--- src/logic/fe_rx_consts.svh ---
// front-end receiver constants
// sync pattern, channel count, FIFO depths and per-channel register offsets
`ifndef FE_RX_CONSTS_SVH
`define FE_RX_CONSTS_SVH

// alignment symbol, prefix 00 so it never looks like data
`define RX_SYNC_SYMBOL      10'b0011111010

`define RX_CHANNELS         2
`define RX_CH_FIFO_DEPTH    8   // words per channel
`define RX_OUT_FIFO_DEPTH   8   // words in shared output FIFO

// register offsets inside a 16-address channel window
`define RX_REG_SOFT_RST     4'd0
`define RX_REG_CONF         4'd1
`define RX_REG_SIZE_LO      4'd2
`define RX_REG_SIZE_HI      4'd3
`define RX_REG_DEC_ERR      4'd4
`define RX_REG_LOST_ERR     4'd5

`endif

--- src/logic/fe_rx_pkg.sv ---
// front-end receiver types
// hit word from one channel and the headered word of the output FIFO
`default_nettype none

package fe_rx_pkg;

    // three decoded bytes, first received byte on top
    typedef logic [23:0] fe_word_t;

    // channel header over the hit word, 32 bits in total
    typedef struct packed {
        logic [7:0] header;   // channel number
        fe_word_t   data;
    } out_word_t;

endpackage

`default_nettype wire

--- src/logic/rx_word_fifo.sv ---
// word FIFO with show-ahead output
// payload type set by parameter, pushes ignored while full, 16-bit fill count
`timescale 1ns/1ps
`default_nettype none

module rx_word_fifo #(
    parameter type payload_t = logic [7:0],
    parameter int  DEPTH     = 8
) (
    input  wire        BUS_CLK,
    input  wire        RST,
    input  wire        push,
    input  payload_t   push_data,
    input  wire        pop,
    output payload_t   pop_data,
    output logic       empty,
    output logic       full,
    output logic [15:0] count
);

    localparam int AW = (DEPTH > 1) ? $clog2(DEPTH) : 1;

    payload_t        mem [DEPTH];
    logic [AW-1:0]   wr_ptr;
    logic [AW-1:0]   rd_ptr;
    logic            do_push;
    logic            do_pop;

    assign empty    = (count == 16'd0);
    assign full     = (count == 16'(DEPTH));
    assign do_push  = push && !full;
    assign do_pop   = pop && !empty;
    assign pop_data = mem[rd_ptr];   // head word visible while not empty

    always_ff @(posedge BUS_CLK) begin
        if (RST) begin
            wr_ptr <= '0;
            rd_ptr <= '0;
            count  <= 16'd0;
        end else begin
            if (do_push)
                wr_ptr <= (wr_ptr == AW'(DEPTH - 1)) ? '0 : wr_ptr + 1'b1;
            if (do_pop)
                rd_ptr <= (rd_ptr == AW'(DEPTH - 1)) ? '0 : rd_ptr + 1'b1;
            if (do_push && !do_pop)
                count <= count + 16'd1;
            else if (do_pop && !do_push)
                count <= count - 16'd1;
        end
    end

    always_ff @(posedge BUS_CLK) begin
        if (do_push)
            mem[wr_ptr] <= push_data;
    end

    // the reader must check empty before popping
    a_no_pop_when_empty: assert property (@(posedge BUS_CLK) disable iff (RST) pop |-> !empty);

endmodule

`default_nettype wire

--- src/logic/rx_frame_sync.sv ---
// serial frame sync for one receiver channel
// aligns on the sync symbol, decodes 10-bit symbols and packs three bytes per word
`timescale 1ns/1ps
`default_nettype none
`include "fe_rx_consts.svh"

module rx_frame_sync (
    input  wire                   BUS_CLK,
    input  wire                   RST,
    input  wire                   rx_data,
    input  wire                   invert,
    output logic                  ready,
    output logic                  word_valid,
    output fe_rx_pkg::fe_word_t   word,
    output logic                  decode_err
);

    logic        bit_in;
    logic [9:0]  win;        // last ten line bits
    logic [9:0]  win_next;
    logic [3:0]  bit_cnt;    // position inside the symbol
    logic [1:0]  byte_cnt;   // bytes collected for the current word
    logic [15:0] acc;
    logic        sym_done;
    logic        is_sync;
    logic        is_data;

    assign bit_in   = rx_data ^ invert;
    assign win_next = {win[8:0], bit_in};
    assign sym_done = ready && (bit_cnt == 4'd9);
    assign is_sync  = (win_next == `RX_SYNC_SYMBOL);
    assign is_data  = (win_next[9:8] == 2'b01);

    always_ff @(posedge BUS_CLK) begin
        if (RST) begin
            win        <= 10'd0;
            ready      <= 1'b0;
            bit_cnt    <= 4'd0;
            byte_cnt   <= 2'd0;
            word_valid <= 1'b0;
            decode_err <= 1'b0;
        end else begin
            win        <= win_next;
            word_valid <= 1'b0;
            decode_err <= 1'b0;
            if (!ready) begin
                if (is_sync) begin   // symbol boundary found
                    ready    <= 1'b1;
                    bit_cnt  <= 4'd0;
                    byte_cnt <= 2'd0;
                end
            end else if (sym_done) begin
                bit_cnt <= 4'd0;
                if (is_sync) begin
                    byte_cnt <= 2'd0;   // restart assembly
                end else if (is_data) begin
                    if (byte_cnt == 2'd2) begin
                        word_valid <= 1'b1;
                        byte_cnt   <= 2'd0;
                    end else begin
                        byte_cnt <= byte_cnt + 2'd1;
                    end
                end else begin
                    decode_err <= 1'b1;   // drop partial word
                    byte_cnt   <= 2'd0;
                end
            end else begin
                bit_cnt <= bit_cnt + 4'd1;
            end
        end
    end

    // byte payload, qualified by word_valid
    always_ff @(posedge BUS_CLK) begin
        if (sym_done && is_data) begin
            acc <= {acc[7:0], win_next[7:0]};
            if (byte_cnt == 2'd2)
                word <= {acc, win_next[7:0]};
        end
    end

    // once locked, only a clear may drop the lock
    a_ready_holds: assert property (@(posedge BUS_CLK) (ready && !RST) |=> ready);

endmodule

`default_nettype wire

--- src/logic/fe_rx_channel.sv ---
// one receiver channel
// host registers, error counters, frame sync and the channel word FIFO
`timescale 1ns/1ps
`default_nettype none
`include "fe_rx_consts.svh"

module fe_rx_channel #(
    parameter int CHANNEL_ID = 0
) (
    input  wire                   BUS_CLK,
    input  wire                   RST,
    input  wire  [7:0]            bus_add,
    input  wire  [7:0]            bus_data_in,
    input  wire                   bus_wr,
    input  wire                   bus_rd,
    input  wire                   rx_data,
    input  wire  [7:0]            rd_chain_in,
    output logic [7:0]            rd_chain_out,
    output logic                  ready,
    input  wire                   ch_pop,
    output logic                  ch_empty,
    output fe_rx_pkg::fe_word_t   ch_data
);

    logic                in_window;
    logic [3:0]          offset;
    logic                soft_rst;
    logic                clr;           // RST or soft reset write
    logic [7:0]          conf;
    logic [7:0]          dec_err_cnt;
    logic [7:0]          lost_cnt;
    logic [7:0]          reg_val;
    logic [7:0]          rd_q;
    logic                rd_sel;        // last read hit this window
    logic                word_valid;
    logic                decode_err;
    logic                fifo_full;
    logic [15:0]         fifo_count;
    fe_rx_pkg::fe_word_t word;

    assign in_window = (bus_add[7:4] == 4'(CHANNEL_ID));
    assign offset    = bus_add[3:0];
    assign soft_rst  = bus_wr && in_window && (offset == `RX_REG_SOFT_RST);
    assign clr       = RST || soft_rst;

    always_ff @(posedge BUS_CLK) begin
        if (clr)
            conf <= 8'd0;
        else if (bus_wr && in_window && offset == `RX_REG_CONF)
            conf <= bus_data_in;
    end

    // saturating counters
    always_ff @(posedge BUS_CLK) begin
        if (clr) begin
            dec_err_cnt <= 8'd0;
            lost_cnt    <= 8'd0;
        end else begin
            if (decode_err && dec_err_cnt != 8'hff)
                dec_err_cnt <= dec_err_cnt + 8'd1;
            if (word_valid && fifo_full && lost_cnt != 8'hff)
                lost_cnt <= lost_cnt + 8'd1;
        end
    end

    always_comb begin
        case (offset)
            `RX_REG_CONF:     reg_val = {conf[7:1], ready};   // bit 0 reads back ready
            `RX_REG_SIZE_LO:  reg_val = fifo_count[7:0];
            `RX_REG_SIZE_HI:  reg_val = fifo_count[15:8];
            `RX_REG_DEC_ERR:  reg_val = dec_err_cnt;
            `RX_REG_LOST_ERR: reg_val = lost_cnt;
            default:          reg_val = 8'd0;
        endcase
    end

    // read chain, value captured on bus_rd and held until the next read
    always_ff @(posedge BUS_CLK) begin
        if (RST)
            rd_sel <= 1'b0;
        else if (bus_rd)
            rd_sel <= in_window;
    end

    always_ff @(posedge BUS_CLK) begin
        if (bus_rd && in_window)
            rd_q <= reg_val;
    end

    assign rd_chain_out = rd_sel ? rd_q : rd_chain_in;

    rx_frame_sync u_sync (
        .BUS_CLK    (BUS_CLK),
        .RST        (clr),
        .rx_data    (rx_data),
        .invert     (conf[1]),
        .ready      (ready),
        .word_valid (word_valid),
        .word       (word),
        .decode_err (decode_err)
    );

    rx_word_fifo #(
        .payload_t (fe_rx_pkg::fe_word_t),
        .DEPTH     (`RX_CH_FIFO_DEPTH)
    ) u_fifo (
        .BUS_CLK   (BUS_CLK),
        .RST       (clr),
        .push      (word_valid),   // dropped by the FIFO when full
        .push_data (word),
        .pop       (ch_pop),
        .pop_data  (ch_data),
        .empty     (ch_empty),
        .full      (fifo_full),
        .count     (fifo_count)
    );

    // words are only counted as lost against a full FIFO
    a_lost_only_when_full: assert property (@(posedge BUS_CLK)
        (!clr && !fifo_full) |=> $stable(lost_cnt));

endmodule

`default_nettype wire

--- src/logic/readout_arbiter.sv ---
// round-robin readout arbiter
// moves channel words into the output FIFO with the channel number as header
`timescale 1ns/1ps
`default_nettype none

module readout_arbiter (
    input  wire                    BUS_CLK,
    input  wire                    RST,
    input  wire  [1:0]             ch_empty,
    input  fe_rx_pkg::fe_word_t    ch_data0,
    input  fe_rx_pkg::fe_word_t    ch_data1,
    output logic [1:0]             ch_pop,
    input  wire                    out_full,
    output logic                   out_push,
    output fe_rx_pkg::out_word_t   out_data
);

    logic                last_q;      // channel served last
    logic                gnt;
    logic                gnt_valid;
    logic                can_pop;
    fe_rx_pkg::fe_word_t gnt_data;

    // one word in flight at most, so out_full is never overrun
    assign can_pop = !out_full && !out_push;

    always_comb begin
        gnt       = ~last_q;
        gnt_valid = 1'b0;
        if (!ch_empty[~last_q]) begin   // other channel first
            gnt       = ~last_q;
            gnt_valid = 1'b1;
        end else if (!ch_empty[last_q]) begin
            gnt       = last_q;
            gnt_valid = 1'b1;
        end
    end

    assign ch_pop   = (gnt_valid && can_pop) ? (2'b01 << gnt) : 2'b00;
    assign gnt_data = gnt ? ch_data1 : ch_data0;

    always_ff @(posedge BUS_CLK) begin
        if (RST) begin
            last_q   <= 1'b1;   // channel 0 goes first
            out_push <= 1'b0;
        end else begin
            out_push <= |ch_pop;
            if (|ch_pop)
                last_q <= gnt;
        end
    end

    always_ff @(posedge BUS_CLK) begin
        if (|ch_pop)
            out_data <= '{header: 8'(gnt), data: gnt_data};
    end

    a_pop_onehot0: assert property (@(posedge BUS_CLK) disable iff (RST) $onehot0(ch_pop));

endmodule

`default_nettype wire

--- src/logic/fe_rx_top.sv ---
// front-end readout top level
// two serial channels merged by the arbiter into one output FIFO
`timescale 1ns/1ps
`default_nettype none
`include "fe_rx_consts.svh"

module fe_rx_top (
    input  wire                        BUS_CLK,
    input  wire                        RST,
    input  wire  [7:0]                 bus_add,
    input  wire  [7:0]                 bus_data_in,
    input  wire                        bus_wr,
    input  wire                        bus_rd,
    output logic [7:0]                 bus_data_out,
    input  wire  [`RX_CHANNELS-1:0]    rx_data,
    output logic [`RX_CHANNELS-1:0]    rx_ready,
    input  wire                        fifo_read,
    output logic                       fifo_empty,
    output logic [31:0]                fifo_data
);

    logic [7:0]            rd_chain [`RX_CHANNELS+1];   // read data chain
    logic [`RX_CHANNELS-1:0] ch_empty;
    logic [`RX_CHANNELS-1:0] ch_pop;
    fe_rx_pkg::fe_word_t   ch_data [`RX_CHANNELS];
    logic                  out_push;
    logic                  out_full;
    fe_rx_pkg::out_word_t  out_data;

    assign rd_chain[0]  = 8'h00;
    assign bus_data_out = rd_chain[`RX_CHANNELS];

    for (genvar i = 0; i < `RX_CHANNELS; i++) begin : g_ch
        fe_rx_channel #(
            .CHANNEL_ID (i)
        ) u_ch (
            .BUS_CLK      (BUS_CLK),
            .RST          (RST),
            .bus_add      (bus_add),
            .bus_data_in  (bus_data_in),
            .bus_wr       (bus_wr),
            .bus_rd       (bus_rd),
            .rx_data      (rx_data[i]),
            .rd_chain_in  (rd_chain[i]),
            .rd_chain_out (rd_chain[i+1]),
            .ready        (rx_ready[i]),
            .ch_pop       (ch_pop[i]),
            .ch_empty     (ch_empty[i]),
            .ch_data      (ch_data[i])
        );
    end

    readout_arbiter u_arb (
        .BUS_CLK  (BUS_CLK),
        .RST      (RST),
        .ch_empty (ch_empty),
        .ch_data0 (ch_data[0]),
        .ch_data1 (ch_data[1]),
        .ch_pop   (ch_pop),
        .out_full (out_full),
        .out_push (out_push),
        .out_data (out_data)
    );

    rx_word_fifo #(
        .payload_t (fe_rx_pkg::out_word_t),
        .DEPTH     (`RX_OUT_FIFO_DEPTH)
    ) u_out_fifo (
        .BUS_CLK   (BUS_CLK),
        .RST       (RST),
        .push      (out_push),
        .push_data (out_data),
        .pop       (fifo_read),
        .pop_data  (fifo_data),
        .empty     (fifo_empty),
        .full      (out_full),
        .count     ()
    );

endmodule

`default_nettype wire

--- config.mk ---
export PLATFORM = sky130hd
export DESIGN_NAME = fe_rx_top
export DESIGN_NICKNAME = d
export VERILOG_FILES = /design/src/logic/fe_rx_pkg.sv /design/src/logic/rx_word_fifo.sv /design/src/logic/rx_frame_sync.sv /design/src/logic/fe_rx_channel.sv /design/src/logic/readout_arbiter.sv /design/src/logic/fe_rx_top.sv
export VERILOG_INCLUDE_DIRS = /design/src /design/src/logic
export SDC_FILE = /design/constraint.sdc
export NUM_CORES = 1
export LEC_CHECK = 0
export BUFFER_PORTS_ARGS = -buffer_cell sky130_fd_sc_hd__buf_2
export CELL_PAD_IN_SITES_DETAIL_PLACEMENT = 0
export CELL_PAD_IN_SITES_GLOBAL_PLACEMENT = 1
export CORE_ASPECT_RATIO = 1.1
export CORE_MARGIN = 2
export CORE_UTILIZATION = 45
export DETAILED_ROUTE_END_ITERATION = 16
export PLACE_DENSITY_LB_ADDON = 0.12
export SKIP_LAST_GASP = 1
export SYNTH_ARGS = -nofsm -noshare
export SYNTH_HDL_FRONTEND = slang
export SYNTH_SLANG_ARGS = --single-unit
--- constraint.sdc ---
create_clock -name BUS_CLK -period 7.1 [get_ports BUS_CLK]
set_input_delay 1.42 -clock BUS_CLK [delete_from_list [all_inputs] [get_ports BUS_CLK]]
set_output_delay 1.42 -clock BUS_CLK [all_outputs]
set_load 0.02 [all_outputs]
==> metrics list, run 1 <==
- Result of the run: finished, final reports clean
- Of the cells placed in the final design, the portion with a size suffix greater than 1 is between 20% and 30%.
- Internal power of the cells: 9704 uW
- Counting distinct cell types in the post-synthesis netlist gives 68.
- In this run the clock root is driven by a clkbuf_16.
* Sequential share of the synthesized area: 70.69%
- Number of placement rows: 106
- In the final timing run, aggregate negative setup slack is 0 ps.
* Remaining routing DRC violations: 0
* Routed vias/inst: 5.454
- Entering global routing, the biggest net connects 52 pins.
- Fill cell count: 6,255
- The design draws 13,480 uW.
* Total Die Area: 78,920 um2
- Sequential cells account for 46.4% of the total power.
- Antenna violations before repair: 0
- Power density over the cells: around 350 nW/um2
* Hold path cells: 0
- For this run, the total global-route usage over all layers was measured as 18.38%.
- Clock Pin Slew Worst Setup and Hold Paths: 60 ps
* Wire length of the first global-routing pass: 108,800 um
- Maxcap violations: 0
- Number of global-route vias before repair: between 15k and 20k
- Post-cts hold buffer count: 0
- Gates resized during post-CTS repair numbered 0.
- Synth Cell Area: ~35,000 um2
* Flops & latches, synth: 866
* Slew at the pin closest to its max-slew limit: 1059 ps
- Asr flop ratio synth: 0%
* CTS Sinks: 866
- Share of the cycle needed by the critical path after routing: 67.77%
- After routing the design area is 39,060 um2.
* Reg area: between 20,000 and 25,000 um2
* Number of buffers created by CTS: 88
* Type of the worst min-delay path: flop to flop
* Critical path data arrival time: 5320 ps
* Worst slew margin: 29.42%
* Die extent in y: between 200 and 300 um
- For this block, the initial DRC count from the detailed router was ~1.2k.
- The first detailed-routing pass ran for 6 iterations.
- Summed over all nets, the switching power comes to 3777 uW.
- Post-route ant nets: 0
* Register-to-Register Path Depth: 17
- In this run the mean area of a mapped cell was 16.65 um2.
- The clock network is responsible for 33.8% of the overall power.
- The share of synthesized area in the top cell type comes to 61.35%.
- Post-CTS setup-driven buffer insertion count: 0
* Switching part of the total power: 28.02%
- Highest fanout seen on the critical path: 18
* Crit path time final: 4812 ps
* Unrepaired setup endpoints after global routing: false
- Signed area change from the synthesized netlist to the final layout: 13.20%
- Summing all multi-input logic gate instances after layout gives 9754 um2.
* Required time of the critical path: 7600 ps
* Detailed-route wire length: 71,110 um
- From left edge to right edge, the die measures between 200 and 300 um.
- Fmax: between 0.2 and 0.25 GHz
- Gp weighted congestion: between 0.7 and 0.8
- Gate count of the mapped netlist: 2,073
* Starting utilization of the core area: 45.41%
* Synth top area cells: edfxtp_1 (61%), mux4_2 (9.5%), dfxtp_1 (9.3%)
- Number of flops mapped to enable cells by yosys: ~710
- The Yosys step of the flow raised 0 warnings.
- H-Tree Level Count: 3
* Total overflow reported by the global router: 0
- After detailed routing, the average wire length per cell comes to 21.72 um.
* CP startpoint kind: flop
* Worst-skew pair later-pin latency: ~630 ps
- Standard cell core area: 76,000 um2
- IR Drop Worst-Case VDD: 172.1 uV
* Final count of pins violating max slew: 0
- During I/O placement, the number of pins put on the boundary was 66.
- During placement, the flow inserted port buffers numbering 57.
- Detailed placer's ending HPWL: 41,570 um
* Combinational share of power: 19.8%
- Summing all placed instances gives a cell area of roughly 36,000 um2.
* CTS tree: built
* Top FF cell, synth: edfxtp_1
- Setup violations remaining at the end of the flow were counted as 0.
* Static leakage power: 0.01381 uW
* Kind of critical path: flop to flop
- Top cells by instance count after synthesis: edfxtp_1 (705), dfxtp_1 (161), nor2_1 (160)
- The clock passes through at most 3 buffers.
- Most frequent cell after synthesis: edfxtp_1
- Between clock sinks in the finished design, the worst skew comes to 21.87 ps.
- Detailed-route via count: 17.86k
- Diode insertion count for antenna repair: 0
- Library cell with the largest summed area after synthesis: edfxtp_1
- Final nets: 2,273
- The number of hold violations in the final report came to 0.
* Kind of capture point of the worst setup path: flop
-- state kept, by name, summed over array words and instances, names as in the netlist, 4 cells and up, named ones only --
name,flops
g_ch.u_ch.rd_q,16
g_ch.u_ch.u_sync.acc,32
u_out_fifo.mem,200
g_ch.u_ch.conf,14
g_ch.u_ch.u_sync.bit_cnt,8
u_arb.out_data,25
g_ch.u_ch.u_fifo.rd_ptr,6
g_ch.u_ch.u_sync.word,48
g_ch.u_ch.u_fifo.count,32
g_ch.u_ch.u_sync.win,18
g_ch.u_ch.u_sync.byte_cnt,4
g_ch.u_ch.u_fifo.mem,384
g_ch.u_ch.u_fifo.wr_ptr,6
g_ch.u_ch.dec_err_cnt,16
u_out_fifo.count,16
g_ch.u_ch.lost_cnt,16
-- stage by stage --
stage          utilization [%]  instances  setup WS [ps]  hold slack [ps]
6_report                 51.40       3274           2288            413.7
5_1_grt                  51.40       3274           1803            424.1
4_1_cts                  51.40       3274           2226            407.3
3_5_place_dp             47.63       3114           2259            404.5
3_3_place_gp             47.63       3114           2246            405.1
2_1_floorplan                -       2079           3145            400.3
-- placed cells by master (no fill, tap or decap), types with 7 or more instances in the layout --
cell type / Yosys / routed
nand4_1: 13 / 13
nor3b_1: 10 / 7
clkinv_1: 0 / 13
mux2i_1: 56 / 56
clkinv_2: 0 / 15
nand2b_1: 12 / 12
nand3_1: 19 / 19
edfxtp_1: 705 / 705
nor3_1: 25 / 17
a22oi_1: 16 / 16
nor2b_1: 37 / 37
clkinvlp_4: 0 / 7
xor2_1: 34 / 34
nor2_1: 160 / 150
a21oi_1: 111 / 111
o21ai_0: 34 / 34
a22o_1: 8 / 8
a211oi_1: 29 / 29
and3_1: 10 / 10
bufinv_16: 0 / 7
nand2_1: 77 / 77
buf_2: 7 / 57
conb_1: 1 / 7
mux4_2: 146 / 146
dfxtp_1: 161 / 154
a222oi_1: 16 / 16
clkbuf_1: 66 / 15
nor3_2: 0 / 8
and2_1: 20 / 20
or3_1: 11 / 11
a31oi_1: 8 / 8
mux2_2: 26 / 26
nor2_2: 0 / 10
a21o_1: 19 / 19
inv_1: 33 / 33
xnor2_1: 30 / 30
buf_4: 9 / 45
nor4_1: 15 / 13
clkbuf_16: 0 / 92
ha_1: 69 / 69
-- critical path: stages (launching register included) --
cell	delay (ps)
dfxtp_1	420
nor4_1	110
nand4_1	160
inv_1	70
a21oi_1	620
o211a_1	380
inv_1	130
ha_1	240
inv_1	490
ha_1	400
a21o_1	200
a21oi_1	280
o211ai_1	160
a221o_1	370
a311oi_1	380
xnor2_1	100
mux2i_1	130
nor2_1	50
-- worst paths after layout --
| check | startpoint | end | slack (ps) |
|---|---|---|---|
| setup / recovery | u_out_fifo.count[0] | g_ch[0].u_ch.u_fifo.count[14] | 2290 |
| hold / removal | g_ch[0].u_ch.u_sync.acc[10] | g_ch[0].u_ch.u_sync.word[18] | 410 |
| setup reg to reg | u_out_fifo.count[0] | g_ch[0].u_ch.u_fifo.count[14] | 2290 |
| hold reg to reg | g_ch[0].u_ch.u_sync.acc[10] | g_ch[0].u_ch.u_sync.word[18] | 410 |
-- cell families (layout without fill, tap and decap cells) --
| kind of cell | after synthesis | in the layout | share of synthesized area [%] |
|---|---|---|---|
| adder cells (fa/ha/maj) | 73 | 73 | 2.705 |
| flip-flops | 866 | 866 | 70.69 |
| multiplexers | 228 | 228 | 12.00 |
| AND/OR/NAND/NOR | 436 | 436 | 6.229 |
| AO/OA/AOI/OAI | 279 | 279 | 5.250 |
| buffers and inverters | 126 | 295 | 1.494 |
| XOR/XNOR | 64 | 64 | 1.624 |
| other | 1 | 7 | 0.01087 |
-- per-layer routing --
metal | GRT usage [%] | routed length, um
met1 | 23.32 | 30330
met2 | 32.74 | 36870
met3 | 2.540 | 2491
met4 | 5.328 | 1411
met5 | 0 | 0
-- area by class of cell --
class / instances / share of cell area [%]
clock buffer: 111 / 6.179
sequential: 866 / 62.49
timing repair buffer: 102 / 1.595
inverter: 33 / 0.3171
multi-input combinational: 1087 / 24.97
clock inverter: 49 / 1.166
tap: 1026 / 3.286
-- power by group through the flow --
stage,registers [uW],clock network [uW],logic [uW]
floorplan,6190,0,2050
global placement,6350,0,2680
detailed placement,6380,0,2710
CTS,6270,4680,2730
global route,6320,4870,2970
finish,6260,4560,2660
Power figures use the tool's default switching activity.
==> inputs of run 2 (changes only) <==
--- a/config.mk
+++ b/config.mk
@@ -6,6 +6,7 @@
 export SDC_FILE = /design/constraint.sdc
 export NUM_CORES = 1
 export LEC_CHECK = 0
+export ABC_AREA = 1
 export BUFFER_PORTS_ARGS = -buffer_cell sky130_fd_sc_hd__buf_2
 export CELL_PAD_IN_SITES_DETAIL_PLACEMENT = 0
 export CELL_PAD_IN_SITES_GLOBAL_PLACEMENT = 1
==> constraint.sdc (replaced) <==
create_clock -name BUS_CLK -period 4 [get_ports BUS_CLK]
set_input_delay 0.8 -clock BUS_CLK [delete_from_list [all_inputs] [get_ports BUS_CLK]]
set_output_delay 0.8 -clock BUS_CLK [all_outputs]
set_load 0.02 [all_outputs]
==> metrics list, run 2 <==
- Result of the run: finished, final reports clean (unchanged).
- The most common cell after layout, fill and taps aside is edfxtp_1 (unchanged).
- The clock slew at the register clock pins of the worst setup and hold paths is 60 ps (about the same).
* Global routing usage on met2: 36.98% (was 32.74%)
- The routability congestion estimate came to 0.8380 (was 0.7848).
- The initial antenna violation count is 0 (unchanged).
* Final nets: 3,578 (was 2,273)
- Wire length of the first global-routing pass: 133,300 um (was 108,800 um)
* Setup WS post-layout: 320.9 ps (was 2288 ps)
* Post-route ant nets: 0 (unchanged)
* Final count of pins violating max slew: 0 (unchanged)
- Number of endpoints failing setup at the final stage: 0 (unchanged)
- The depth of the worst register-to-register path came to 23 (was 17).
* Kind of capture point of the worst setup path: output port (was flop)
- The register with the most flip-flops is g_ch.u_ch.u_fifo.mem (unchanged).
- Horizontal die dimension: 276.4 um (was 268.0 um)
- CP startpoint kind: flop (unchanged)
- The global route total overflow is 0 (unchanged).
- Top cells by instance count after synthesis: edfxtp_1 (705), nor2_1 (634), nand2_1 (497) (was edfxtp_1 (705), dfxtp_1 (161), nor2_1 (160)).
* Core utilization of the finished layout: 51.44% (was 51.40%)
- The arrival time at the worst endpoint came to 2880 ps (was 5320 ps).
- Pin count of the biggest net entering global routing: 101 (was 52)
- Power density over the cells: 643.9 nW/um2 (was 345.1 nW/um2)
- Static leakage power: 0.01525 uW (was 0.01381 uW)
- Total power consumption of the routed design: 26,700 uW (was 13,480 uW)
- Detailed-route via count: 24.40k (was 17.86k)
* Most frequent cell after synthesis: edfxtp_1 (unchanged)
- Average footprint of a synthesized cell: 10.79 um2 (was 16.65 um2)
* Number of placement rows: 109 (was 106)
- Met3 demand-to-capacity share in global routing: 2.520% (was 2.540%)
- The area enclosed by the die boundary was 83,920 um2 (was 78,920 um2).
- The clock insertion delay at the later pin of the skew report is 640 ps (was 630 ps).
* Global-route total usage across every layer: 20.39% (was 18.38%)
* IO Count: 66 (unchanged)
* Die extent in y: 303.6 um (was 294.4 um)
- Signed area change from the synthesized netlist to the final layout: 12.87% (was 13.20%)
* Standard cell core area: 80,600 um2 (was 76,000 um2)
* Synth Cell Area: 36,730 um2 (was 34,510 um2)
* Final routed wire length divided by cell count: 18.76 um (was 21.72 um)
- Detailed-route wire length: 86,520 um (was 71,110 um)
- Slew at the pin closest to its max-slew limit: 1084 ps (was 1059 ps)
- The worst flop-to-flop path endpoint was g_ch[1].u_ch.u_fifo.count[9] (was g_ch[0].u_ch.u_fifo.count[14]).
- The post-detailed-route via-to-cell ratio was 5.289 (was 5.454).
- The TritonCTS sink count was 866 (unchanged).
* Iteration count of the initial detailed-routing pass: 5 (was 6)
- Number of buffers between clock root and the deepest sink: 3 (unchanged)
* Highest fanout seen on the critical path: 48 (was 18)
* Port Buf Inserts: 57 (unchanged)
- Number of flops mapped to enable cells by yosys: 705 (unchanged)
* Number of buffers created by CTS: 91 (was 88)
- The number of distinct standard cells referenced by the synthesized netlist is 54 (was 68).
- Most frequent cells in the layout: edfxtp_1 (705), nor2_1 (609), nand2_1 (497) (was edfxtp_1 (705), dfxtp_1 (154), nor2_1 (150)).
* YS warnings: 0 (unchanged)
- Hold wc startpoint: g_ch[0].u_ch.u_sync.acc[8] (was g_ch[0].u_ch.u_sync.acc[10])
- Type of the worst min-delay path: flop to flop (unchanged)
* Flip-flop count of the largest register, all copies and words added: 384 (unchanged)
* Number of global-route vias before repair: 24.28k (was 18.50k)
- The clock period could shrink to 3679 ps.
- Gate count of the mapped netlist: 3,404 (was 2,073)
- CTS tree: built (unchanged)
- Post-cts hold buffer count: 0 (unchanged)
* Asr flop ratio synth: 0% (unchanged)
- The sequential-to-total area share from yosys stat was 66.41% (was 70.69%).
* H-Tree Level Count: 3 (unchanged)
* Most used routing layer in global routing: met2 (unchanged)
- Remaining routing DRC violations: 0 (unchanged)
- After layout, the worst path uses roughly 90% of the clock period.
- The max-slew headroom at the worst pin was 27.76% (was 29.42%).
- The total of max-cap violations came to 0 (unchanged).
* Starting utilization of the core area: 45.57% (was 45.41%)
* Fmax: 0.2718 GHz
- Clk Tree Root Cell: clkbuf_16 (unchanged)
* Share of post-route cells with drive strength above 1: 10.23% (was 20.15%)
* Detailed placer's ending HPWL: 52,780 um (was 41,570 um)
- The origin of the critical flop-to-flop path is g_ch[0].u_ch.u_fifo.count[13] (was u_out_fifo.count[0]).
- Unrepaired setup endpoints after global routing: false (unchanged)
* Diode insertion count for antenna repair: 0 (unchanged)
* Largest regs: g_ch.u_ch.u_fifo.mem: 384 flops, u_out_fifo.mem: 200 flops, g_ch.u_ch.u_sync.word: 48 flops (unchanged)
- Area share of the largest cell type after synthesis: 57.64% (was 61.35%)
* Setup Slack @ Placement: 196.9 ps (was 2259 ps)
- First DRT Iteration DRCs: 1,745 (was 1,185)
- IR Drop Worst-Case VDD: 364.8 uV (was 172.1 uV)
- The required time at the worst-slack endpoint was 3200 ps (was 7600 ps).
- The setup slack of the worst register-to-register path came to 400 ps (was 2290 ps).
- Setup TNS: 0 ps (unchanged)
* Top FF cell, synth: edfxtp_1 (unchanged)
* Kind of critical path: flop to output port (was flop to flop)
* Library cell with the largest summed area after synthesis: edfxtp_1 (unchanged)
- Synth top area cells: edfxtp_1 (58%), dfxtp_1 (8.8%), nor2_1 (6.5%) (was edfxtp_1 (61%), mux4_2 (9.5%), dfxtp_1 (9.3%))
- Number of hold violations in the final report: 0 (unchanged)
* Setup crit end: fifo_data[3] (was g_ch[0].u_ch.u_fifo.count[14])
* Flops & latches, synth: 866 (unchanged)
* Setup clock skew after layout: 17.26 ps (was 21.87 ps)
- The routing usage on met1 came to 24.82% (was 23.32%).
==> run 2: cell types whose count changed in the layout (fill, tap and decap cells not counted), moves of 26 or more <==
cell	delta
a211oi_1	-26
mux2_2	-26
o21ai_0	+272
o21ai_1	+96
mux2i_1	-32
nand2_1	+420
nor2b_1	-37
inv_1	+206
nand3_1	+85
o22ai_1	+56
nor2_1	+459
mux4_2	-146
==> run 2: logic make-up after synthesis <==
logic type	Yosys count	synth area share [%]
AO/OA/AOI/OAI	682	10.38
XOR/XNOR	37	0.8823
adder cells (fa/ha/maj)	72	2.514
buffers and inverters	401	4.674
flip-flops	866	66.41
multiplexers	24	0.6541
other	1	0.01021
AND/OR/NAND/NOR	1321	14.47
==> run 2: metal layers <==
| layer | up-vias | wire, um |
|---|---|---|
| met4 | 0 | 2702 |
| met5 | - | 0 |
| met3 | 139 | 3469 |
| met1 | 11830 | 36490 |
| li1 | 11940 | - |
| met2 | 489 | 43860 |
==> run 2: layout make-up <==
class | instances | area [um2]
Timing Repair Buffer | 130 | 908.4
Inverter | 251 | 949.7
Clock inverter | 59 | 789.5
Fill cell | 7057 | 39140
Clock buffer | 110 | 2379
Multi-Input combinational cell | 2143 | 10710
Tap cell | 1054 | 1319
Sequential cell | 866 | 24400
==> run 2: what timing repair did <==
item | 4_1_cts | 5_1_grt
endpoints found under the setup margin | 0 | 10
setup buffers | 0 | 4
resized for setup | 0 | 2
==> run 2: worst min-delay path by stage <==
stage / endpoint / slack, ps / depth (start not counted)
after CTS: g_ch[1].u_ch.conf[5] / 380 / 3
after global placement: g_ch[1].u_ch.u_sync.word[23] / 400 / 0
after global routing: g_ch[1].u_ch.conf[5] / 400 / 3
after detailed placement: g_ch[0].u_ch.u_sync.word[16] / 400 / 0
after floorplan: g_ch[0].u_ch.u_sync.word[16] / 400 / 0
final: g_ch[0].u_ch.u_sync.word[16] / 410 / 0
==> run 2: power breakdown <==
part	leakage [uW]	switching [uW]	internal, uW
Combinational	0.00601	4400	2200
Sequential	0.00770	691	10600
Clock	0.00154	3510	5320
Total	0.0152	8610	18100
==> run 2: worst max-delay path: stages (launching register included) <==
cell and delay (ps):
dfxtp_2 960, buf_4 360, o21ai_0 110, o22ai_1 200, nor2_1 60, a31oi_1 290, buf_2 240
==> run 2: stage by stage <==
step	instances	hold slack [ps]	area [um2]
6_report	4613	408.4	41460
3_3_place_gp	4440	404.3	38240
3_5_place_dp	4440	404.5	38240
4_1_cts	4609	377.5	41410
2_1_floorplan	3410	400.3	36750
5_1_grt	4613	396.0	41460
